==> src/hdl/engine_pkg.sv <==
////////////////////////////////////////////////////////////
// sizes and shared types of the fetch engine
// program counter entries, memory words, masks
////////////////////////////////////////////////////////////

package engine_pkg;

    ////////////////////////////////////////////////////////////
    // sizes
    ////////////////////////////////////////////////////////////

    // program counter and character window id
    localparam int PC_WIDTH         = 8;
    localparam int CC_ID_BITS       = 2;
    localparam int N_CHARS          = 4;

    // instruction memory with four 16-bit slots per 64-bit word
    localparam int INSTR_WIDTH      = 16;
    localparam int MEM_WIDTH        = 64;
    localparam int OFFSET_BITS      = 2;
    localparam int MEM_ADDR_WIDTH   = 6;

    // per-window queues and the occupancy count
    localparam int FIFO_DEPTH       = 16;
    localparam int FIFO_COUNT_WIDTH = 5;
    localparam int LATENCY_WIDTH    = 8;

    ////////////////////////////////////////////////////////////
    // types
    ////////////////////////////////////////////////////////////

    typedef logic [PC_WIDTH-1:0]       pc_t;
    typedef logic [CC_ID_BITS-1:0]     cc_id_t;

    // pc sits in the upper bits, window id in the lower ones
    typedef struct packed {
        pc_t    pc;
        cc_id_t cc_id;
    } pc_entry_t;

    typedef logic [INSTR_WIDTH-1:0]    instr_t;
    typedef logic [MEM_WIDTH-1:0]      mem_word_t;
    typedef logic [MEM_ADDR_WIDTH-1:0] mem_addr_t;
    typedef logic [LATENCY_WIDTH-1:0]  latency_t;
    typedef logic [N_CHARS-1:0]        char_mask_t;

endpackage

==> src/hdl/latency_counter.sv <==
////////////////////////////////////////////////////////////
// queue occupancy count, reported as input latency
////////////////////////////////////////////////////////////

`timescale 1ns/10ps

module latency_counter (
    input  logic                 clk,
    input  logic                 rst,
    input  logic                 push,
    input  logic                 pop,
    output engine_pkg::latency_t latency
);

    // next value of the count
    engine_pkg::latency_t latency_next;

    always_comb
    begin
        case ({push, pop})
            // one entry queued
            2'b10:   latency_next = latency + 1'b1;
            // one entry handed to the sequencer
            2'b01:   latency_next = latency - 1'b1;
            // both or neither leave the occupancy unchanged
            default: latency_next = latency;
        endcase
    end

    // starts at 1 so an empty engine still reports one cycle
    always_ff @(posedge clk)
    begin
        if (rst)
        begin
            latency <= engine_pkg::latency_t'(1);
        end
        else
        begin
            latency <= latency_next;
        end
    end

endmodule

==> config.mk <==
export PLATFORM = sky130hd
export DESIGN_NAME = latency_counter
export DESIGN_NICKNAME = d
export VERILOG_FILES = /design/src/hdl/engine_pkg.sv /design/src/hdl/latency_counter.sv
export SDC_FILE = /design/constraint.sdc
export NUM_CORES = 1
export LEC_CHECK = 0
export ABC_AREA = 1
export BUFFER_PORTS_ARGS = -buffer_cell sky130_fd_sc_hd__buf_2
export CORE_AREA = 5 5 42 44
export CTS_BUF_LIST = sky130_fd_sc_hd__clkbuf_8
export DETAILED_ROUTE_END_ITERATION = 7
export DIE_AREA = 0 0 47 49
export PLACE_DENSITY = 0.74
export SETUP_SLACK_MARGIN = 0.1
export SKIP_LAST_GASP = 1
export SLEW_MARGIN = 25
export SYNTH_ARGS = -nofsm -noshare
export SYNTH_HDL_FRONTEND = slang
export SYNTH_SLANG_ARGS = --single-unit
export TNS_END_PERCENT = 1
==> constraint.sdc <==
create_clock -name clk -period 4.5 [get_ports clk]
set_clock_uncertainty 0.2 [all_clocks]
set_input_delay 0.9 -clock clk [delete_from_list [all_inputs] [get_ports clk]]
set_output_delay 0.9 -clock clk [all_outputs]
set_load 0.01 [all_outputs]
==> impl_metrics.json <==
{
  "outcome": "finished clean",
  "dp_cells": 146,
  "ios": 12,
  "placed_cell_area_um2": 766,
  "drt-total-wl_mm": 1.57,
  "syn-num-nets": 129,
  "antenna_found_initial": 0,
  "syn_inst": 122,
  "worstSetupEndpointType": "flip-flop",
  "ir_drop_mv": 0.226,
  "arrival_ns": 2.67,
  "synthTopCellsByArea": "dfxtp_1, nand2_1, inv_1",
  "root_buffer": "clkbuf_8",
  "die_width_um": 47,
  "grt_setup_unrepaired": "no",
  "ctsHoldBuffers": 0,
  "numCtsBuffers": 3,
  "ant_nets": 0,
  "htree_levels": 1,
  "dieArea_um2": 2300,
  "leakagePower_uw": 0.000473,
  "crit_type": "primary input to flip-flop",
  "drc": 0,
  "min_path_cells": 1,
  "synthesis.area_um2": 709,
  "cts_sinks": 8,
  "fmax_mhz": 366,
  "final-instance-count-excl-fill": 149,
  "gp_congestion": 0.829,
  "design_area_um2": 807,
  "synthAdderAreaFrac_pct": 5.29,
  "grt_max_degree": 13,
  "vias": 743,
  "wl_per_cell_um": 10.5,
  "period_share_pct": 60.8,
  "synth.most_common_cell": "nand2_1",
  "grt_usage_pct": 16.0,
  "maxCapViolations": 0,
  "fillers": 137,
  "synth_top_family_by_area": "simple AND/OR/NAND/NOR gates",
  "hold_viol_final": 0,
  "synth.top_cell.area_share_pct": 22.6,
  "async_flop_share_pct": 0,
  "setup_viol": 0,
  "fin_crit_ns": 2.74,
  "synth_compound_area_share_pct": 11.1,
  "multiInputGateArea_um2": 437,
  "hold_end": "latency[0]",
  "timing.rr.end": "latency[6]",
  "synth_mux_area_share_pct": 0,
  "post-cts-setup-buffers": 0,
  "place_hpwl_mm": 1.19,
  "grt_pass1_wl_mm": 2.72,
  "r2r_cells": 12,
  "timing.rr.start": "latency[1]",
  "yosys-top-cells-count": "nand2_1, inv_1, nand3_1",
  "drt-initial-drc-count": 33,
  "synthDistinctLibCells": 21,
  "required_ns": 4.43,
  "max-clock-path-buffers": 2,
  "num_antenna_cells": 0,
  "yosysWarnings": 0,
  "drive_above_1_share_pct": 16.5,
  "globalRouteOverflowTotal": 0,
  "p_per_area_nw_per_um2": 343,
  "cp-start-kind": "primary input",
  "die_height_um": 49,
  "hp-class": "flip-flop to flip-flop",
  "largest_register_ffs": 8,
  "synth_edf_count": 0,
  "ys.flop_type": "dfxtp_1",
  "register_area_um2": 160,
  "synth-seq-cells": 8,
  "start_util_pct": 50.6,
  "fin_setup_tns_ns": 0,
  "yosysTopAreaCell": "dfxtp_1",
  "reg_top3": "latency: 8 flops",
  "viasPerCell": 4.99,
  "finalPower_uw": 276,
  "synth-simple-area-share_pct": 41.4,
  "clk_pin_slew_worst_paths_ns": 0.04,
  "firstDrtPassIters": 4,
  "slew_violations": 0,
  "path_max_fanout": 12,
  "grt_pass1_vias": 657,
  "core-area_um2": 1400,
  "rows": 14,
  "nets": 142,
  "max_slew_margin_pct": 68.1,
  "cts-resized-gates": 0,
  "area_growth_pct": 13.8,
  "reg2reg_slack_ns": 2.74,
  "insertion_delay_ns": 0.23,
  "synth_xor_area_share_pct": 3.70,
  "worst_pin_slew_ns": 0.478,
  "yosysSeqAreaShare_pct": 22.6,
  "io_buffer_count": 11,
  "min_from": "latency[0]",
  "syn-mean-instance-area_um2": 5.81,
  "largest_register": "latency",
  "tritoncts": "built"
}
-- routing by layer --
metal  share of wire [%]  GRT usage (%)  wire length [um]
met5                   0              0                 0
met4                 1.9           6.91                29
met3                 5.7           5.54                89
met2                  44           22.6               697
met1                  48           21.4               751
-- how the worst max path moves through the flow --
| stage | to | slack [ns] | from |
|---|---|---|---|
| 2_1_floorplan | latency[6] | 1.99 | push |
| 3_3_place_gp | latency[4] | 1.58 | push |
| 6_report | latency[4] | 1.76 | push |
| 3_5_place_dp | latency[4] | 1.54 | push |
| 5_1_grt | latency[6] | 1.55 | push |
| 4_1_cts | latency[4] | 1.75 | push |
-- worst max-delay path: stages --
cell     delay, ns
buf_2         0.09
inv_1         0.07
ha_1          0.45
inv_1         0.20
nand2_1       0.15
nand2_1       0.06
inv_1         0.05
ha_1          0.13
a21oi_1       0.06
o21ai_1       0.19
inv_1         0.05
nand2_1       0.05
nand3_1       0.09
nand2_1       0.08
inv_1         0.03
-- report_power, final --
group | internal (uW) | switching (uW)
combinational | 38.0 | 59.2
clock | 58.1 | 29.7
sequential | 80.7 | 10.7
-- through the flow --
stage	hold WS [ns]	utilization, %	worst slack, ns
floorplan	0.309	-	1.99
global placement	0.291	54.6	1.58
detailed placement	0.297	54.6	1.54
CTS	0.313	57.6	1.75
global route	0.364	57.6	1.55
finish	0.316	57.6	1.76
-- final cells by class --
class                           instances  share of cell area (%)
Sequential cell                         8                    19.8
Multi-Input combinational cell         86                    54.1
Inverter                               25                    11.6
Timing Repair Buffer                   11                    6.82
Clock buffer                            3                    5.12
Tap cell                               16                    2.48
-- placed cells by master (no fill, tap or decap) --
master	netlist	layout
ha_1	3	3
nand3_1	13	13
a211oi_1	1	1
dfxtp_1	8	8
clkbuf_8	0	3
o21ai_0	2	2
inv_1	23	23
inv_2	1	1
nor2_1	10	10
o21bai_2	1	1
xor2_1	1	1
clkinv_1	1	1
nor2_4	2	2
buf_2	0	11
xnor2_1	2	2
nor2_2	2	2
nand2_1	35	35
or2_1	2	2
a21oi_1	8	8
nand2_2	2	2
o21ai_1	2	2
-- cells by family after synthesis --
family	count (synthesis)
AO/OA/AOI/OAI	14
XOR/XNOR	3
adder cells (fa/ha/maj)	3
buffers and inverters	28
flip-flops	8
AND/OR/NAND/NOR	66
Note: power is estimated with default switching activity, not from simulation.
