`config.mk`:
```
export PLATFORM = sky130hd
export DESIGN_NAME = pc_fifo
export DESIGN_NICKNAME = d
export VERILOG_FILES = /design/src/hdl/engine_pkg.sv /design/src/hdl/pc_fifo.sv
export SDC_FILE = /design/constraint.sdc
export NUM_CORES = 1
export LEC_CHECK = 0
export ABC_AREA = 1
export BUFFER_PORTS_ARGS = -buffer_cell sky130_fd_sc_hd__buf_2
export CAP_MARGIN = 15
export CORE_MARGIN = 10
export CORE_UTILIZATION = 39
export DETAILED_ROUTE_END_ITERATION = 16
export PLACE_DENSITY = 0.63
export SYNTH_ARGS = -nofsm -noshare
export SYNTH_HDL_FRONTEND = slang
export SYNTH_SLANG_ARGS = --single-unit
```
`constraint.sdc`:
```
create_clock -name clk -period 4.9 [get_ports clk]
set_clock_uncertainty 0.1 [all_clocks]
set_input_delay 0.245 -clock clk [delete_from_list [all_inputs] [get_ports clk]]
set_output_delay 0.245 -clock clk [all_outputs]
set_load 0.03 [all_outputs]
```
`src/hdl/engine_pkg.sv`:
```
////////////////////////////////////////////////////////////
// sizes and shared types of the fetch engine
// program counter entries, memory words, masks
////////////////////////////////////////////////////////////

package engine_pkg;

    ////////////////////////////////////////////////////////////
    // sizes
    ////////////////////////////////////////////////////////////

    // program counter and character window id
    localparam int PC_WIDTH         = 8;
    localparam int CC_ID_BITS       = 2;
    localparam int N_CHARS          = 4;

    // instruction memory with four 16-bit slots per 64-bit word
    localparam int INSTR_WIDTH      = 16;
    localparam int MEM_WIDTH        = 64;
    localparam int OFFSET_BITS      = 2;
    localparam int MEM_ADDR_WIDTH   = 6;

    // per-window queues and the occupancy count
    localparam int FIFO_DEPTH       = 16;
    localparam int FIFO_COUNT_WIDTH = 5;
    localparam int LATENCY_WIDTH    = 8;

    ////////////////////////////////////////////////////////////
    // types
    ////////////////////////////////////////////////////////////

    typedef logic [PC_WIDTH-1:0]       pc_t;
    typedef logic [CC_ID_BITS-1:0]     cc_id_t;

    // pc sits in the upper bits, window id in the lower ones
    typedef struct packed {
        pc_t    pc;
        cc_id_t cc_id;
    } pc_entry_t;

    typedef logic [INSTR_WIDTH-1:0]    instr_t;
    typedef logic [MEM_WIDTH-1:0]      mem_word_t;
    typedef logic [MEM_ADDR_WIDTH-1:0] mem_addr_t;
    typedef logic [LATENCY_WIDTH-1:0]  latency_t;
    typedef logic [N_CHARS-1:0]        char_mask_t;

endpackage

```
`src/hdl/pc_fifo.sv`:
```
////////////////////////////////////////////////////////////
// first-word-fall-through queue for one character window
////////////////////////////////////////////////////////////

`timescale 1ns/10ps

module pc_fifo #(
    parameter type T = engine_pkg::pc_entry_t
) (
    input  logic                                  clk,
    input  logic                                  rst,
    input  T                                      din,
    input  logic                                  wr_en,
    output logic                                  full,
    input  logic                                  rd_en,
    output T                                      dout,
    output logic                                  empty,
    output logic [engine_pkg::FIFO_COUNT_WIDTH-1:0] count
);

    // entry storage
    T mem [engine_pkg::FIFO_DEPTH];

    // pointers are one bit narrower than the count and wrap by themselves
    logic [engine_pkg::FIFO_COUNT_WIDTH-2:0] wr_ptr;
    logic [engine_pkg::FIFO_COUNT_WIDTH-2:0] rd_ptr;

    // accepted operations only
    logic do_write;
    logic do_read;

    assign do_write = wr_en && !full;
    assign do_read  = rd_en && !empty;

    // status from the occupancy count
    assign full  = (count == engine_pkg::FIFO_COUNT_WIDTH'(engine_pkg::FIFO_DEPTH));
    assign empty = (count == '0);

    // head is presented without a read request
    assign dout = mem[rd_ptr];

    // write side
    always_ff @(posedge clk)
    begin
        if (do_write)
        begin
            mem[wr_ptr] <= din;
        end
    end

    // pointers and occupancy
    always_ff @(posedge clk)
    begin
        if (rst)
        begin
            wr_ptr <= '0;
            rd_ptr <= '0;
            count  <= '0;
        end
        else
        begin
            if (do_write)
            begin
                wr_ptr <= wr_ptr + 1'b1;
            end
            if (do_read)
            begin
                rd_ptr <= rd_ptr + 1'b1;
            end
            // count only moves when exactly one side is active
            case ({do_write, do_read})
                2'b10:   count <= count + 1'b1;
                2'b01:   count <= count - 1'b1;
                default: count <= count;
            endcase
        end
    end

endmodule

```
==> results.py <==
metrics = {
    "grt": {
        "grt_max_degree": 86,
        "grt_first_pass_wirelength_mm": 25.4,
        "grt_pass1_vias": 4444,
        "antenna_found_initial": 0,
        "grt_overflow": 0,
        "grt_use_total_pct": 13.6,
    },
    "clock_network": {
        "htree_levels": 4,
        "clock_sinks": 177,
        "hold_buffers": 0,
        "postCtsResizedCells": 0,
        "cts_tree": "built",
        "clk_pin_slew_ns": 0.06,
        "worstSkewPairLatency_ns": 0.43,
        "numCtsBuffers": 17,
        "cts_setup_buffers": 0,
        "cts_buffer_depth": 2,
        "root_buffer": "clkbuf_16",
    },
    "critical_path": {
        "worstSetupEndpointType": "output port",
        "arrival_ns": 2.77,
        "cp_top_family": "flip-flops",
        "crit_fanout": 85,
        "crit_type": "register to output port",
        "cpPeakStageDelay_ns": 0.99,
        "cp.required_ns": 4.55,
        "crit_path_top_delay_cell": "dfxtp_4",
        "worstSetupStartpointType": "register",
        "cp_cell_sequence": "buf_4, mux2i_1, o211ai_1, nand3_1, nand2_1, buf_2",
        "crit_buf_inv": 2,
    },
    "logic_synthesis": {
        "yosys_warnings": 0,
        "syn_area_um2": 7390,
        "ys_top_cells_by_area": "edfxtp_1 65%, mux2i_1 5.4%, dfxtp_1 4.6%",
        "yosysTopAreaCell": "edfxtp_1",
        "ys_ff_latch": 177,
        "syn-num-nets": 585,
        "ys_seq_area_share_pct": 69.6,
        "yosys.area.top_type_share_pct": 65.0,
        "synth_cell_types": 32,
        "syn_avg_cell_area_um2": 13.1,
        "synthCells": 563,
    },
    "detailed_routing": {
        "route.detailed.drc": 0,
        "routedWlPerCell_um": 19.5,
        "ant_nets": 0,
        "vias": 4500,
        "first_pass_iters": 5,
        "viasPerCell": 5.36,
        "routed_wirelength_mm": 16.3,
        "drt-initial-drc-count": 426,
    },
    "finish": {
        "drive_above_1_share_pct": 13.9,
        "final_area_um2": 8350,
        "layout_common_cells": "160 x edfxtp_1, 66 x inv_1, 48 x o21ai_0",
        "syn_to_final_growth_pct": 13.1,
        "stdcell_count": 839,
        "multi_input_area_um2": 1850,
        "antenna_cells": 0,
        "mostFrequentLayoutCell": "edfxtp_1",
        "nets": 614,
        "seqCellArea_um2": 5150,
        "nFillCells": 1681,
    },
    "place": {
        "place_congestion": 0.803,
        "dp_hpwl_mm": 10.3,
        "dp.cells": 802,
        "postPlaceCellArea_um2": 7730,
        "portBuffers": 30,
    },
    "floorplanning": {
        "rows": 50,
        "die_area_um2": 24900,
        "initial_core_util_pct": 39.6,
        "die_y_um": 158,
        "core-area_um2": 18600,
        "io_pins": 31,
        "die_x_um": 158,
    },
    "power_and_ir_drop": {
        "power_w": 0.00425,
        "p_leak_nw": 2.94,
        "ir_drop_v": 0.000338,
        "power.density_nw_per_um2": 508,
    },
    "sta": {
        "tightestPinTransition_ns": 1.20,
        "rsz0062_at_grt": "no",
        "fmax_ghz": 0.321,
        "fin_tns_setup_ns": 0,
        "hold_viol_final": 0,
        "slew_headroom_pct": 19.8,
        "setup_viol": 0,
        "period_minus_slack_ns": 3.11,
        "period_share_pct": 63.6,
        "maxSlewViolCount": 0,
    },
    "min_path": {
        "hp-class": "primary input to register",
    },
    "status": {
        "status": "complete, no violations",
    },
    "flow_run": {
        "drv_cap": 0,
    },
}
## sequential cells by signal, summed over array words and instances (netlist names), named ones only
register / cells
count: 5
wr_ptr: 4
rd_ptr: 4
mem: 160
## cells by family after synthesis
| logic type | share of synthesized area, % |
|---|---|
| AO/OA/AOI/OAI | 11.1 |
| AND/OR/NAND/NOR | 6.55 |
| XOR/XNOR | 0.593 |
| buffers and inverters | 5.39 |
| multiplexers | 5.42 |
| adder cells (fa/ha/maj) | 1.35 |
| flip-flops | 69.6 |
## Yosys cell counts
cell	count
mux2i_1	40
a211oi_1	3
o31ai_4	1
nor4_1	2
nand2_1	28
inv_2	1
nand2_4	3
nor2_2	3
a21oi_1	43
clkbuf_1	17
buf_2	4
xor2_1	4
buf_1	2
o211ai_1	40
clkinv_1	1
nor3_1	2
o21ai_0	48
nand2_2	1
inv_1	66
nand4_1	3
nor3b_1	7
buf_4	6
inv_4	1
ha_1	8
nand3_1	19
nand3_2	3
dfxtp_1	17
nor2_1	27
edfxtp_1	160
xnor2_1	1
o21ai_1	1
o31ai_2	1
## through the flow
step	setup slack [ns]	util [%]	hold WS, ns
floorplan	2.78	-	0.244
global placement	2.28	41.5	0.376
detailed placement	2.22	41.5	0.385
CTS	1.77	44.6	0.0402
global route	1.57	44.8	0.0634
finish	1.79	44.8	0.0490
## metal layers
layer / vias up / global-route usage, % / part of all wire, %
met3: 22 / 3.26 / 5.4
met4: 0 / 4.59 / 1.1
met2: 140 / 21.5 / 49
li1: 2101 / - / -
met1: 2237 / 17.9 / 45
met5: - / 0 / 0
## path summary, 6_finish.rpt
path	from	endpoint	slack [ns]	depth (start not counted)
worst max-delay path	register	dout[3]	1.79	6
worst min-delay path	rd_en	rd_ptr[1]$_SDFFE_PP0P_	0.05	3
worst max register to register	count[1]$_SDFFE_PP0P_	mem[10][2]$_DFFE_PP_	2.47	6
worst min register to register	wr_ptr[2]$_SDFFE_PP0P_	wr_ptr[2]$_SDFFE_PP0P_	0.39	2
## worst register-to-register path: stages (launching register included)
cell     delay [ns]
dfxtp_1        0.48
nor2_2         0.09
nand3_2        0.10
nand2_4        0.10
inv_1          0.12
nand2_1        0.14
nor2_1         0.93
## power by group
group	switching [W]	leakage, nW	internal [W]
Clock	0.000606	0.274	0.000718
Combinational	0.000715	1.08	0.000363
Sequential	0.000121	1.58	0.00172
## layout make-up
class	instances	share of cell area [%]
clock inverters	14	1.77
inverters	69	3.13
multi-input cells	288	22.1
well taps	234	3.50
clock buffers	18	5.14
repair buffers	39	2.74
flip-flops and latches	177	61.6
No activity file was read; power rests on OpenSTA's default activity.
