## config.mk

```make
export PLATFORM = sky130hd
export DESIGN_NAME = fetch_sequencer
export DESIGN_NICKNAME = d
export VERILOG_FILES = /design/src/hdl/engine_pkg.sv /design/src/hdl/fetch_sequencer.sv
export SDC_FILE = /design/constraint.sdc
export NUM_CORES = 1
export LEC_CHECK = 0
export ABC_CLOCK_PERIOD_IN_PS = 1500
export BUFFER_PORTS_ARGS = -buffer_cell sky130_fd_sc_hd__buf_2
export CAP_MARGIN = 0
export CORE_AREA = 3 3 40 42
export CTS_CLUSTER_SIZE = 16
export DETAILED_ROUTE_END_ITERATION = 6
export DIE_AREA = 0 0 43 45
export GPL_ROUTABILITY_DRIVEN = 1
export PLACE_DENSITY = 0.59
export SYNTH_ARGS = -nofsm -noshare
export SYNTH_HDL_FRONTEND = slang
export SYNTH_SLANG_ARGS = --single-unit
```

## constraint.sdc

```tcl
create_clock -name clk -period 1.5 [get_ports clk]
set_input_delay 0.375 -clock clk [delete_from_list [all_inputs] [get_ports clk]]
set_output_delay 0.375 -clock clk [all_outputs]
set_load 0.005 [all_outputs]
```

## src/hdl/engine_pkg.sv

```systemverilog
////////////////////////////////////////////////////////////
// sizes and shared types of the fetch engine
// program counter entries, memory words, masks
////////////////////////////////////////////////////////////

package engine_pkg;

    ////////////////////////////////////////////////////////////
    // sizes
    ////////////////////////////////////////////////////////////

    // program counter and character window id
    localparam int PC_WIDTH         = 8;
    localparam int CC_ID_BITS       = 2;
    localparam int N_CHARS          = 4;

    // instruction memory with four 16-bit slots per 64-bit word
    localparam int INSTR_WIDTH      = 16;
    localparam int MEM_WIDTH        = 64;
    localparam int OFFSET_BITS      = 2;
    localparam int MEM_ADDR_WIDTH   = 6;

    // per-window queues and the occupancy count
    localparam int FIFO_DEPTH       = 16;
    localparam int FIFO_COUNT_WIDTH = 5;
    localparam int LATENCY_WIDTH    = 8;

    ////////////////////////////////////////////////////////////
    // types
    ////////////////////////////////////////////////////////////

    typedef logic [PC_WIDTH-1:0]       pc_t;
    typedef logic [CC_ID_BITS-1:0]     cc_id_t;

    // pc sits in the upper bits, window id in the lower ones
    typedef struct packed {
        pc_t    pc;
        cc_id_t cc_id;
    } pc_entry_t;

    typedef logic [INSTR_WIDTH-1:0]    instr_t;
    typedef logic [MEM_WIDTH-1:0]      mem_word_t;
    typedef logic [MEM_ADDR_WIDTH-1:0] mem_addr_t;
    typedef logic [LATENCY_WIDTH-1:0]  latency_t;
    typedef logic [N_CHARS-1:0]        char_mask_t;

endpackage

```

## src/hdl/fetch_sequencer.sv

```systemverilog
////////////////////////////////////////////////////////////
// fetch FSM, one entry at a time from dispatch to output
////////////////////////////////////////////////////////////

`timescale 1ns/10ps

module fetch_sequencer (
    input  logic                  clk,
    input  logic                  rst,
    input  logic                  disp_valid,
    output logic                  disp_ready,
    input  engine_pkg::pc_t       disp_pc,
    output logic                  memory_valid,
    output engine_pkg::mem_addr_t memory_addr,
    input  logic                  memory_ready,
    output logic                  load_entry,
    output logic                  load_instr,
    output logic                  output_valid,
    input  logic                  output_ready,
    output logic                  busy
);

    // IDLE waits for work, REQ holds the request, WAIT takes the data,
    // OUT holds the result
    typedef enum logic [1:0] {
        IDLE,
        REQ,
        WAIT,
        OUT
    } state_t;

    state_t state;
    state_t state_next;

    // word address latched at dispatch
    engine_pkg::mem_addr_t addr_q;

    ////////////////////////////////////////////////////////////
    // state register
    ////////////////////////////////////////////////////////////

    always_ff @(posedge clk)
    begin
        if (rst)
        begin
            state <= IDLE;
        end
        else
        begin
            state <= state_next;
        end
    end

    // upper pc bits select the memory word
    always_ff @(posedge clk)
    begin
        if (load_entry)
        begin
            addr_q <= disp_pc[engine_pkg::OFFSET_BITS +: engine_pkg::MEM_ADDR_WIDTH];
        end
    end

    ////////////////////////////////////////////////////////////
    // next state
    ////////////////////////////////////////////////////////////

    always_comb
    begin
        state_next = state;
        case (state)
            IDLE: if (disp_valid)   state_next = REQ;
            REQ:  if (memory_ready) state_next = WAIT;
            // data returns exactly one cycle after acceptance
            WAIT: state_next = OUT;
            OUT:  if (output_ready) state_next = IDLE;
            default: state_next = IDLE;
        endcase
    end

    // outputs decoded from the state
    assign disp_ready   = (state == IDLE);
    assign load_entry   = disp_ready && disp_valid;
    assign memory_valid = (state == REQ);
    assign memory_addr  = addr_q;
    assign load_instr   = (state == WAIT);
    assign output_valid = (state == OUT);
    assign busy         = (state != IDLE);

endmodule

```

==> key figures <==
Cells and area
  – Final net count: 72
  – Area Growth Syn to Fin: 55.71%
  – Register area: 225.2 um2
  – Share of cells above drive strength 1: 0.6226
  – ANT cells: 0
  – Area of the multi-input gates: 130.1 um2
  – Final core occ: 0.4245
  – # fillers: 126
  – Layout Cells excl Fill: 68

Global routing
  – Met1 usage: 0.06516
  – Busiest grt layer: met2
  – GR Util met3: 0.05976
  – Gr ovfl total: 0
  – Vias in the first global route: 278
  – First-pass GRT wire length: 1062 um
  – Tot GR Track Use: 0.07932
  – Met2 Use GR: 0.1407
  – Antenna violations before repair: 0
  – Largest net degree at the start of global routing: 7

Critical path
  – Max Fanout on Critical Path: 5
  – Type of origin of the critical path: flip-flop
  – CP Data Required Time: 1.12 ns
  – CP arrival: 1.06 ns
  – Worst Path Class, Setup: reg -> out
  – Critical Path End Type: output pin

Floorplanning
  – Chip Width: 43 um
  – Initial Util: 0.2726
  – Die Area: 1935 um2
  – Core ar.: 1285 um2
  – Row cnt: 13
  – # IOs: 25
  – Die height: 45 um

Timing
  – Hold Vio Cnt, Final: 0
  – Slew HR: 0.7955
  – Final period utilization: 0.9553
  – Worst Tran Pin Value: 0.3044 ns
  – Sum Neg Setup Slack: 0 ns
  – RSZ-0062 raised after global routing: no
  – # setup viols final: 0
  – Max-slew violations: 0
  – Skew final: 0.003860 ns
  – Worst setup margin: 0.06706 ns
  – Fin crit period: 1.433 ns
  – Max Clock Freq: 0.6979 GHz

Pwr
  – Pwr Density: 1774 nW/um2
  – Pwr Total: 967.5 uW
  – Leak pwr: 0.2745 nW
  – Max VDD drop: 0.0007846 V

Route
  – TritonRoute pass-1 iters: 3
  – Routed WL: 693 um
  – Initial DRC count: 5
  – DR WL/cell: 10.19 um
  – Final ANT Viol Nets: 0
  – Vias per cell: 4.088
  – Routed vias: 278
  – DRC: 0

Logic synthesis
  – Synth Instances: 26
  – Number of synthesized register bits: 8
  – Post-synthesis sequential area ratio: 0.6286
  – Syn Area/Cell: 13.47 um2
  – Post-synthesis instance area: 350.3 um2
  – Post-synth net total: 43
  – Synth warn: 0
  – Synth cell types: 11

Placement
  – Port Buffer Count: 22
  – Routability cong.: 0.6750
  – Place WS: 0.04268 ns
  – Post-DP HPWL: 553.1 um
  – Inst Count DP: 64

CTS
  – H-tree depth: 1
  – Clock-pin slew on the worst setup and hold paths: 0.05 ns
  – CTS tree: done
  – CTS root buf: clkbuf_4
  – CTS buffer count: 3
  – CTS Buffer Depth: 2
  – Worst skew pair latency: 0.24 ns
  – Clock Sinks: 8
  – CTS Hold Buffers Added: 0

Job
  – Max Cap Viol: 0

Min path
  – Worst Hold Class: in -> reg

Status
  – Status: finished clean
-- logic make-up (layout without fill, tap and decap cells) --
logic type      count (synthesis)  after routing  share of synthesized area
flops                           8              8                     0.6286
simple gates                    8              8                     0.1286
fa+ha+maj                       4              4                     0.1429
buf+inv                         4             31                    0.04284
compound gates                  1              1                    0.02857
mux                             1              1                    0.02857
-- synthesized netlist by cell type (all sizes together) --
cell type  count  area share
edfxtp         6        0.51
ha             4        0.14
inv            4       0.043
nor2b          3       0.054
dfxtp          2        0.11
nand2          2       0.021
and2           1       0.018
mux2i          1       0.029
nor3           1       0.014
o211a          1       0.029
or4            1       0.021
-- worst paths after layout --
check / start / to / slack (ns) / cells past startpoint
max: state[0]$_SDFFE_PP0P_ / load_entry / 0.07 / 4
min: disp_pc[2] / memory_addr[0]$_DFFE_PP_ / 0.31 / 1
max reg2reg: state[0]$_SDFFE_PP0P_ / state[0]$_SDFFE_PP0P_ / 0.07 / 4
min reg2reg: state[0]$_SDFFE_PP0P_ / state[0]$_SDFFE_PP0P_ / 0.56 / 1
-- layout by cell type (no fill, tap or decap) --
cell type  count
buf_2         21
edfxtp_1       6
nor2b_1        3
ha_1           3
clkbuf_4       3
inv_1          2
nand2_1        2
buf_4          2
inv_4          1
and2_4         1
nor3_1         1
or4_1          1
o211a_1        1
mux2i_1        1
inv_2          1
ha_4           1
buf_6          1
dfxtp_4        1
dfxtp_2        1
-- flip-flops by register name, indices dropped and copies added (netlist names) --
name,count
memory_addr,6
state,2
-- repair_timing --
item	CTS	global route
setup endpoints to repair	1	1
buffers inserted	1	0
gates resized for setup	4	6
pin swaps	1	1
-- per-layer routing --
layer | up-vias | share of wire
met5 | - | 0
met4 | 0 | 0
met3 | 0 | 0.13
met2 | 14 | 0.50
met1 | 123 | 0.37
li1 | 141 | -
-- cell type report --
| class | count | share of cell area |
|---|---|---|
| Sequential cell | 8 | 0.4128 |
| Timing Repair Buffer | 24 | 0.2408 |
| Multi-Input combinational cell | 14 | 0.2385 |
| Clock buffer | 3 | 0.04128 |
| Tap cell | 15 | 0.03440 |
| Inverter | 4 | 0.03211 |
-- where the power goes --
| part | leakage, nW | total [mW] | switching [mW] | internal, mW |
|---|---|---|---|---|
| Clock | 0.0138 | 0.157 | 0.0663 | 0.0911 |
| Combinational | 0.186 | 0.447 | 0.195 | 0.252 |
| Sequential | 0.0746 | 0.363 | 0.0387 | 0.324 |
| Total | 0.275 | 0.968 | 0.300 | 0.667 |
-- through the flow --
stage                     hold slack (ns)  instance area, um2
after CTS                          0.2989               531.8
after global placement             0.4877               486.7
final                              0.3057               545.5
after global routing               0.2841               545.5
after detailed placement           0.5003               486.7
after floorplan                    0.4677               350.3
-- critical path: stages, from the launching register on --
cell	delay (ns)
dfxtp_4	0.37
inv_4	0.04
ha_4	0.16
and2_4	0.14
buf_6	0.11
No activity file was read; power rests on OpenSTA's default activity.
