$ cat src/hdl/engine_pkg.sv
////////////////////////////////////////////////////////////
// sizes and shared types of the fetch engine
// program counter entries, memory words, masks
////////////////////////////////////////////////////////////

package engine_pkg;

    ////////////////////////////////////////////////////////////
    // sizes
    ////////////////////////////////////////////////////////////

    // program counter and character window id
    localparam int PC_WIDTH         = 8;
    localparam int CC_ID_BITS       = 2;
    localparam int N_CHARS          = 4;

    // instruction memory with four 16-bit slots per 64-bit word
    localparam int INSTR_WIDTH      = 16;
    localparam int MEM_WIDTH        = 64;
    localparam int OFFSET_BITS      = 2;
    localparam int MEM_ADDR_WIDTH   = 6;

    // per-window queues and the occupancy count
    localparam int FIFO_DEPTH       = 16;
    localparam int FIFO_COUNT_WIDTH = 5;
    localparam int LATENCY_WIDTH    = 8;

    ////////////////////////////////////////////////////////////
    // types
    ////////////////////////////////////////////////////////////

    typedef logic [PC_WIDTH-1:0]       pc_t;
    typedef logic [CC_ID_BITS-1:0]     cc_id_t;

    // pc sits in the upper bits, window id in the lower ones
    typedef struct packed {
        pc_t    pc;
        cc_id_t cc_id;
    } pc_entry_t;

    typedef logic [INSTR_WIDTH-1:0]    instr_t;
    typedef logic [MEM_WIDTH-1:0]      mem_word_t;
    typedef logic [MEM_ADDR_WIDTH-1:0] mem_addr_t;
    typedef logic [LATENCY_WIDTH-1:0]  latency_t;
    typedef logic [N_CHARS-1:0]        char_mask_t;

endpackage

$ cat src/hdl/instr_select.sv
////////////////////////////////////////////////////////////
// dispatched entry register and instruction slot select
////////////////////////////////////////////////////////////

`timescale 1ns/10ps

module instr_select (
    input  logic                  clk,
    input  logic                  load_entry,
    input  engine_pkg::pc_entry_t disp_entry,
    input  logic                  load_instr,
    input  engine_pkg::mem_word_t memory_data,
    output engine_pkg::pc_entry_t entry,
    output engine_pkg::instr_t    instr
);

    // slot of the instruction inside the memory word
    logic [engine_pkg::OFFSET_BITS-1:0] slot;

    // selected slice of the current memory word
    engine_pkg::instr_t slice;

    assign slot  = entry.pc[engine_pkg::OFFSET_BITS-1:0];
    assign slice = memory_data[slot * engine_pkg::INSTR_WIDTH +: engine_pkg::INSTR_WIDTH];

    // entry is held from dispatch until the next dispatch
    always_ff @(posedge clk)
    begin
        if (load_entry)
        begin
            entry <= disp_entry;
        end
    end

    // memory data is only valid on the load_instr cycle
    always_ff @(posedge clk)
    begin
        if (load_instr)
        begin
            instr <= slice;
        end
    end

endmodule

$ cat config.mk
export PLATFORM = sky130hd
export DESIGN_NAME = instr_select
export DESIGN_NICKNAME = d
export VERILOG_FILES = /design/src/hdl/engine_pkg.sv /design/src/hdl/instr_select.sv
export SDC_FILE = /design/constraint.sdc
export NUM_CORES = 1
export LEC_CHECK = 0
export BUFFER_PORTS_ARGS = -buffer_cell sky130_fd_sc_hd__buf_2
export CELL_PAD_IN_SITES_DETAIL_PLACEMENT = 2
export CELL_PAD_IN_SITES_GLOBAL_PLACEMENT = 2
export CORE_AREA = 3 3 64 95
export CTS_CLUSTER_DIAMETER = 100
export DETAILED_ROUTE_END_ITERATION = 16
export DIE_AREA = 0 0 67 98
export PLACE_DENSITY = 0.84
export SLEW_MARGIN = 0
export SYNTH_ARGS = -nofsm -noshare
export SYNTH_HDL_FRONTEND = slang
export SYNTH_SLANG_ARGS = --single-unit
export TNS_END_PERCENT = 30
$ cat constraint.sdc
create_clock -name clk -period 1.5 [get_ports clk]
set_input_delay 0.075 -clock clk [delete_from_list [all_inputs] [get_ports clk]]
set_output_delay 0.075 -clock clk [all_outputs]
set_load 0.005 [all_outputs]
==> results of run 1 <==
final timing paths:
| path | start | endpoint | slack (ns) | cells after the start |
|---|---|---|---|---|
| worst min register to register | entry[3]$_DFFE_PP_ | instr[0]$_DFFE_PP_ | 0.81 | 2 |
| worst min-delay path | memory_data[0] | instr[0]$_DFFE_PP_ | 0.18 | 2 |
| worst max-delay path | entry[2]$_DFFE_PP_ | instr[2]$_DFFE_PP_ | 0.07 | 2 |
| worst max register to register | entry[2]$_DFFE_PP_ | instr[2]$_DFFE_PP_ | 0.07 | 2 |
synthesized netlist by cell type:
cell type	count	share of area
edfxtp_1	26	0.65
buf_6	1	0.0093
buf_2	2	0.0083
mux4_1	6	0.13
buf_12	1	0.017
mux4_2	10	0.19
sequential cells by signal, indices dropped and copies added, names as in the netlist:
register	cells
entry	10
instr	16
repair_timing:
item,4_1_cts,5_1_grt
endpoints found under the hold margin,10,0
endpoints found under the setup margin,0,9
buffers inserted,0,1
hold buffers,10,0
logic make-up after synthesis:
group,count (synthesis),share of synthesized area
buffers and inverters,4,0.0343
flip-flops,26,0.648
multiplexers,16,0.318
worst reg2reg max path: cells and delay by family (launching register included):
| kind | cells | cell delay [ns] |
|---|---|---|
| buf+inv | 1 | 0.18 |
| mux | 1 | 0.59 |
| flops | 1 | 0.39 |
cell type report:
| class | instances | area (µm²) |
|---|---|---|
| fill | 590 | 3310 |
| multi-input combinational | 16 | 383 |
| timing repair buffer | 114 | 651 |
| clock inverter | 1 | 30.0 |
| sequential | 26 | 781 |
| clock buffer | 3 | 41.3 |
| tap | 68 | 85.1 |
metrics by stage:
step	instances	setup WS (ns)
global route	228	0.0272
global placement	213	0.0877
floorplan	46	0.110
CTS	227	0.0128
finish	228	0.0691
detailed placement	213	0.0254
where the power goes:
part	total (mW)	leakage, nW	internal, mW	switching [mW]
logic	0.352	0.589	0.221	0.131
clock network	0.582	0.0357	0.357	0.226
registers	0.900	0.254	0.879	0.0211
routing by layer:
metal	vias up	part of all wire
li1	441	-
met1	469	0.38
met2	58	0.54
met3	4	0.064
met4	0	0.016
met5	-	0
==> impl_summary.log, run 1 <==
[metrics] area of the core region: 5290 µm²
[metrics] synthesized instance count: 46
[metrics] PD cells: 931 nW/µm²
[metrics] Leak: 0.879 nW
[metrics] Arr. time, crit path: 1.43 ns
[metrics] MaxCap Viol Count: 0
[metrics] Power, Total: 1.84 mW
[metrics] die height: 98 µm
[metrics] Max Root-Sink Buffers: 2
[metrics] Critical Path, Cell by Cell: buf_12 > mux4_1
[metrics] number of global-route vias before repair: 1216
[metrics] drt drc: 0
[metrics] routability-driven placement congestion ratio: 0.701
[metrics] average cell area after synthesis: 26.2 µm²
[metrics] Diodes inserted: 0
[metrics] worst skew pair latency: 0.27 ns
[metrics] number of buffers inserted by port buffering: 102
[metrics] met1 routing resource usage after global routing: 0.167
[metrics] fin crit share: 0.954
[metrics] Worst path top cell family by delay: multiplexers
[metrics] most used cells in the layout excluding fill and tap cells: buf_2 (102), edfxtp_1 (26), mux4_2 (10), dlygate4sd3_1 (10), mux4_1 (6)
[metrics] number of top-level pins: 103
[metrics] RSZ-0062 raised after global routing: false
[metrics] fraction of the yosys area taken by sequential cells: 0.648
[metrics] GRT met2 Usage: 0.240
[metrics] Sink Count: 26
[metrics] final setup violation count: 0
[metrics] DRC marker count from the first detailed-route iteration: 15
[metrics] status: finished, final reports clean
[metrics] H-tree depth reported by CTS: 1
[metrics] kind of path behind the tightest hold check: input port to register
[metrics] min cycle time layout: 1.43 ns
[metrics] Wirelength per Cell: 18.9 µm
[metrics] core occupancy in the finished layout: 0.373
[metrics] Worst Max-Slew Pin Slew: 0.396 ns
[metrics] HPWL after DPL: 3660 µm
[metrics] number of antenna violations at the first check in global routing: 0
[metrics] cell area reported after detailed placement: 1780 µm²
[metrics] largest net degree at the start of global routing: 18
[metrics] Gates resized, CTS repair: 0
[metrics] Die Wd: 67 µm
[metrics] area added between synthesis and finish: 63.6%
[metrics] overall fraction of global-route tracks in use: 0.139
[metrics] type of element launching the critical path: register
[metrics] routed wire length: 4310 µm
[metrics] leftover overflow at the end of global routing: 0
[metrics] critical-path maximum fanout: 17
[metrics] TritonCTS Buffers: 3
[metrics] Final Net Count: 238
[metrics] clock transition at the registers of the reported paths: 0.10 ns
[metrics] delay of the slowest cell on the worst path: 0.58 ns
[metrics] Die Outline Area: 6570 µm²
[metrics] buffer type at the clock tree root: clkbuf_8
[metrics] hold slack final: 0.178 ns
[metrics] grt met3 use: 0.0288
[metrics] peak ir drop on the vdd network: 0.000489 V
[metrics] Worst Path Class, Setup: register to register
[metrics] starting density of the core: 0.228
[metrics] number of pins with negative max-slew slack in the final report: 0
[metrics] wire length of the first global-routing pass: 6540 µm
[metrics] final design area excluding fillers: 1970 µm²
[metrics] flip-flop and latch count after synthesis: 26
[metrics] number of warnings printed during yosys synthesis: 0
[metrics] routed vias/inst: 4.26
[metrics] post-route clock skew: 0.00664 ns
[metrics] standard-cell rows: 32
[metrics] antenna-violating nets left: 0
[metrics] Post-Syn Nets: 123
[metrics] clock tree from TritonCTS: built
[metrics] most common cell after layout, fill and taps aside: buf_2
[metrics] fmax: 699 MHz
[metrics] detailed-route via count: 972
[metrics] fraction of final layout cells with drive strength greater than 1: 0.738
[metrics] sum of negative setup slack: 0 ns
[metrics] Distinct cells, synth: 6
[metrics] buffers and inverters on the worst path: 1
[metrics] type of element capturing the critical path: register
[metrics] post-synthesis cell area: 1200 µm²
[metrics] TritonRoute pass-1 iters: 4
[metrics] worst relative slew slack: 0.736
[metrics] highest-delay cell along the critical path: mux4_1
[metrics] endpoints failing hold: 0
[metrics] data required time of the worst path: 1.50 ns
[metrics] peak-usage layer in the global routing report: met2
Note: power is estimated with default switching activity, not from simulation.
==> inputs of run 2 (changes only) <==
--- a/config.mk
+++ b/config.mk
@@ -5,14 +5,15 @@
 export SDC_FILE = /design/constraint.sdc
 export NUM_CORES = 1
 export LEC_CHECK = 0
+export ABC_AREA = 1
 export BUFFER_PORTS_ARGS = -buffer_cell sky130_fd_sc_hd__buf_2
 export CELL_PAD_IN_SITES_DETAIL_PLACEMENT = 2
 export CELL_PAD_IN_SITES_GLOBAL_PLACEMENT = 2
-export CORE_AREA = 3 3 64 95
+export CORE_AREA = 3 3 75 113
 export CTS_CLUSTER_DIAMETER = 100
 export DETAILED_ROUTE_END_ITERATION = 16
-export DIE_AREA = 0 0 67 98
-export PLACE_DENSITY = 0.84
+export DIE_AREA = 0 0 78 116
+export PLACE_DENSITY = 0.86
 export SLEW_MARGIN = 0
 export SYNTH_ARGS = -nofsm -noshare
 export SYNTH_HDL_FRONTEND = slang
==> run 2 against run 1 <==
Compared with the run above: routed wire length up 26%; sequential power up 0.4%; die area up 38%; synthesized area up 32%; sequential share of layout area down 6.7 points; via count up 75%; synthesized cell count rose to 4.7 times the previous value; combinational power up 24%; hold slack better by 0.0045 ns; fmax up 15%; clock skew down 0.0029 ns.
==> impl_summary.log, run 2 <==
[metrics] endpoint of the lowest-slack register-to-register path: instr[5]$_DFFE_PP_
[metrics] Largest Register: instr
[metrics] flip-flop and latch count after synthesis: 26
[metrics] peak-usage layer in the global routing report: met2
[metrics] Distinct cells, synth: 9
[metrics] worst skew pair latency: 0.26 ns
[metrics] dpl cells: 413
[metrics] grt met3 use: 0.0210
[metrics] status: finished, final reports clean
[metrics] area of the core region: 7610 µm²
[metrics] number of pins with negative max-slew slack in the final report: 0
[metrics] min cycle time layout: 1.25 ns
[metrics] number of global-route vias before repair: 1847
[metrics] Wirelength per Cell: 12.7 µm
[metrics] leftover overflow at the end of global routing: 0
[metrics] Sink Count: 26
[metrics] die height: 116 µm
[metrics] reg-to-reg startpoint: entry[2]$_DFFE_PP_
[metrics] HPWL after DPL: 4330 µm
[metrics] endpoints failing hold: 0
[metrics] clock tree from TritonCTS: built
[metrics] Die Wd: 78 µm
[metrics] H-tree depth reported by CTS: 1
[metrics] cell area reported after detailed placement: 2170 µm²
[metrics] routed wire length: 5420 µm
[metrics] final design area excluding fillers: 2370 µm²
[metrics] Max Root-Sink Buffers: 2
[metrics] post-route clock skew: 0.00373 ns
[metrics] type of element capturing the critical path: register
[metrics] detailed-route via count: 1705
[metrics] Post-synth top flop: edfxtp_1
[metrics] overall fraction of global-route tracks in use: 0.121
[metrics] antenna-violating nets left: 0
[metrics] post-synthesis cell area: 1590 µm²
[metrics] cell types occupying the most area after synthesis: edfxtp_1 (49%), nand2_1 (19%), inv_1 (15%)
[metrics] Post-Syn Nets: 291
[metrics] number of cell instances on the worst register-to-register path: 4
[metrics] routability-driven placement congestion ratio: 0.651
[metrics] peak ir drop on the vdd network: 0.000414 V
[metrics] hold slack final: 0.182 ns
[metrics] average cell area after synthesis: 7.41 µm²
[metrics] MaxCap Viol Count: 0
[metrics] most used cells in the layout excluding fill and tap cells: buf_2 (102), nand2_1 (80), inv_1 (64), nand3_1 (32), edfxtp_1 (26)
[metrics] FF/Latch Area: 781 µm²
[metrics] DRC marker count from the first detailed-route iteration: 31
[metrics] Largest regs: instr: 16 flops, entry: 10 flops
[metrics] number of warnings printed during yosys synthesis: 0
[metrics] crit path setup slack, layout: 0.251 ns
[metrics] worst relative slew slack: 0.712
[metrics] relative contribution of combinational cells to total power: 0.203
[metrics] internal power summed over all cells: 1.62 mW
[metrics] Arr. time, crit path: 1.27 ns
[metrics] final setup violation count: 0
[metrics] CTS Hold Buffers Added: 10
[metrics] largest net degree at the start of global routing: 33
[metrics] count of flip-flops with a built-in enable after synthesis: 26
[metrics] post-synth top area cell: edfxtp_1
[metrics] GRT met2 Usage: 0.243
[metrics] sequential cell fraction of total power: 0.423
[metrics] standard-cell rows: 39
[metrics] Leak: 1.40 nW
[metrics] share of flip-flops with an asynchronous set or reset after synthesis: 0
[metrics] sum of negative setup slack: 0 ns
[metrics] wire length of the first global-routing pass: 8630 µm
[metrics] TritonRoute pass-1 iters: 4
[metrics] setup slack on the worst flop-to-flop path: 0.25 ns
[metrics] final instance count without filler cells: 427
[metrics] core occupancy in the finished layout: 0.312
[metrics] most instantiated cells after synthesis: nand2_1 (80), inv_1 (64), nand3_1 (32), edfxtp_1 (26), buf_6 (6)
[metrics] synthesized instance count: 214
[metrics] number of antenna violations at the first check in global routing: 0
[metrics] setup slack after placement: 0.211 ns
[metrics] Power, Total: 2.14 mW
[metrics] number of buffers inserted by port buffering: 102
[metrics] kind of path behind the tightest hold check: input port to register
[metrics] flip-flop count of the largest register after layout: 16
[metrics] fraction of the yosys area taken by sequential cells: 0.492
[metrics] Post-CTS Repair Setup Buffers: 0
[metrics] count of filler cells inserted in the layout: 954
[metrics] Die Outline Area: 9050 µm²
[metrics] Diodes inserted: 0
[metrics] routed vias/inst: 3.99
[metrics] type of element launching the critical path: register
[metrics] Final Net Count: 403
[metrics] Multi-input gate area: 460 µm²
[metrics] starting density of the core: 0.208
[metrics] clock transition at the registers of the reported paths: 0.07 ns
[metrics] met1 routing resource usage after global routing: 0.128
[metrics] area added between synthesis and finish: 49.5%
[metrics] fmax: 801 MHz
[metrics] Worst Max-Slew Pin Slew: 0.433 ns
[metrics] TritonCTS Buffers: 3
[metrics] buffer type at the clock tree root: clkbuf_16
[metrics] relative contribution of the clock network to total power: 0.374
[metrics] most common cell after layout, fill and taps aside: buf_2
[metrics] fin crit share: 0.832
[metrics] RSZ-0062 raised after global routing: false
[metrics] Critical Path Source: entry[2]$_DFFE_PP_
[metrics] fraction of final layout cells with drive strength greater than 1: 0.348
[metrics] Critical Path Sink: instr[5]$_DFFE_PP_
[metrics] number of top-level pins: 103
[metrics] NetSw: 517 µW
[metrics] cell count of the worst hold path: 5
[metrics] Switching Fraction: 0.242
[metrics] Gates resized, CTS repair: 0
[metrics] Worst Path Class, Setup: register to register
[metrics] data required time of the worst path: 1.52 ns
[metrics] critical-path maximum fanout: 32
[metrics] PD cells: 901 nW/µm²
[metrics] most frequently used cell type in the post-synthesis netlist: nand2_1
[metrics] drt drc: 0
[metrics] top cell type's share of synthesized area: 0.492
[run 2: cells by family after synthesis]
| family | Yosys count | synth area share |
|---|---|---|
| buffers and inverters | 76 | 0.218 |
| DFF | 26 | 0.492 |
| and+or+nand+nor | 112 | 0.290 |
[run 2: final cells by class]
type                            count  area share
Inverter                           66       0.105
Tap cell                          102      0.0538
Clock inverter                      1      0.0127
Clock buffer                        3      0.0316
Sequential cell                    26       0.329
Multi-Input combinational cell    112       0.194
Timing Repair Buffer              117       0.273
[run 2: how the worst min path moves through the flow]
stage | from | end | slack [ns]
floorplan | disp_entry[0] | entry[0]$_DFFE_PP_ | 0.17
global placement | disp_entry[4] | entry[4]$_DFFE_PP_ | 0.25
CTS | load_entry | entry[2]$_DFFE_PP_ | 0.18
finish | memory_data[8] | instr[8]$_DFFE_PP_ | 0.18
global route | load_entry | entry[2]$_DFFE_PP_ | 0.19
detailed placement | disp_entry[5] | entry[5]$_DFFE_PP_ | 0.25
[run 2: critical path, cell delays in order (launching register included)]
cell and delay, ns:
edfxtp_1 0.46, inv_4 0.29, nand2_1 0.09, nand3_1 0.09
nand2_1 0.06
[run 2: layer usage]
layer / vias to the layer above / part of all wire / wire (µm)
li1: 847 / - / -
met1: 798 / 0.37 / 2020
met2: 58 / 0.56 / 3060
met3: 2 / 0.056 / 305
met4: 0 / 0.0063 / 34
met5: - / 0 / 0
[run 2: power by group through the flow]
| stage | Sequential [mW] | Combinational (mW) | Clock, mW |
|---|---|---|---|
| after floorplan | 0.924 | 0.210 | 0 |
| after global placement | 0.920 | 0.408 | 0 |
| after detailed placement | 0.922 | 0.428 | 0 |
| after CTS | 0.906 | 0.451 | 0.835 |
| after global routing | 0.911 | 0.501 | 0.851 |
| final | 0.904 | 0.435 | 0.799 |
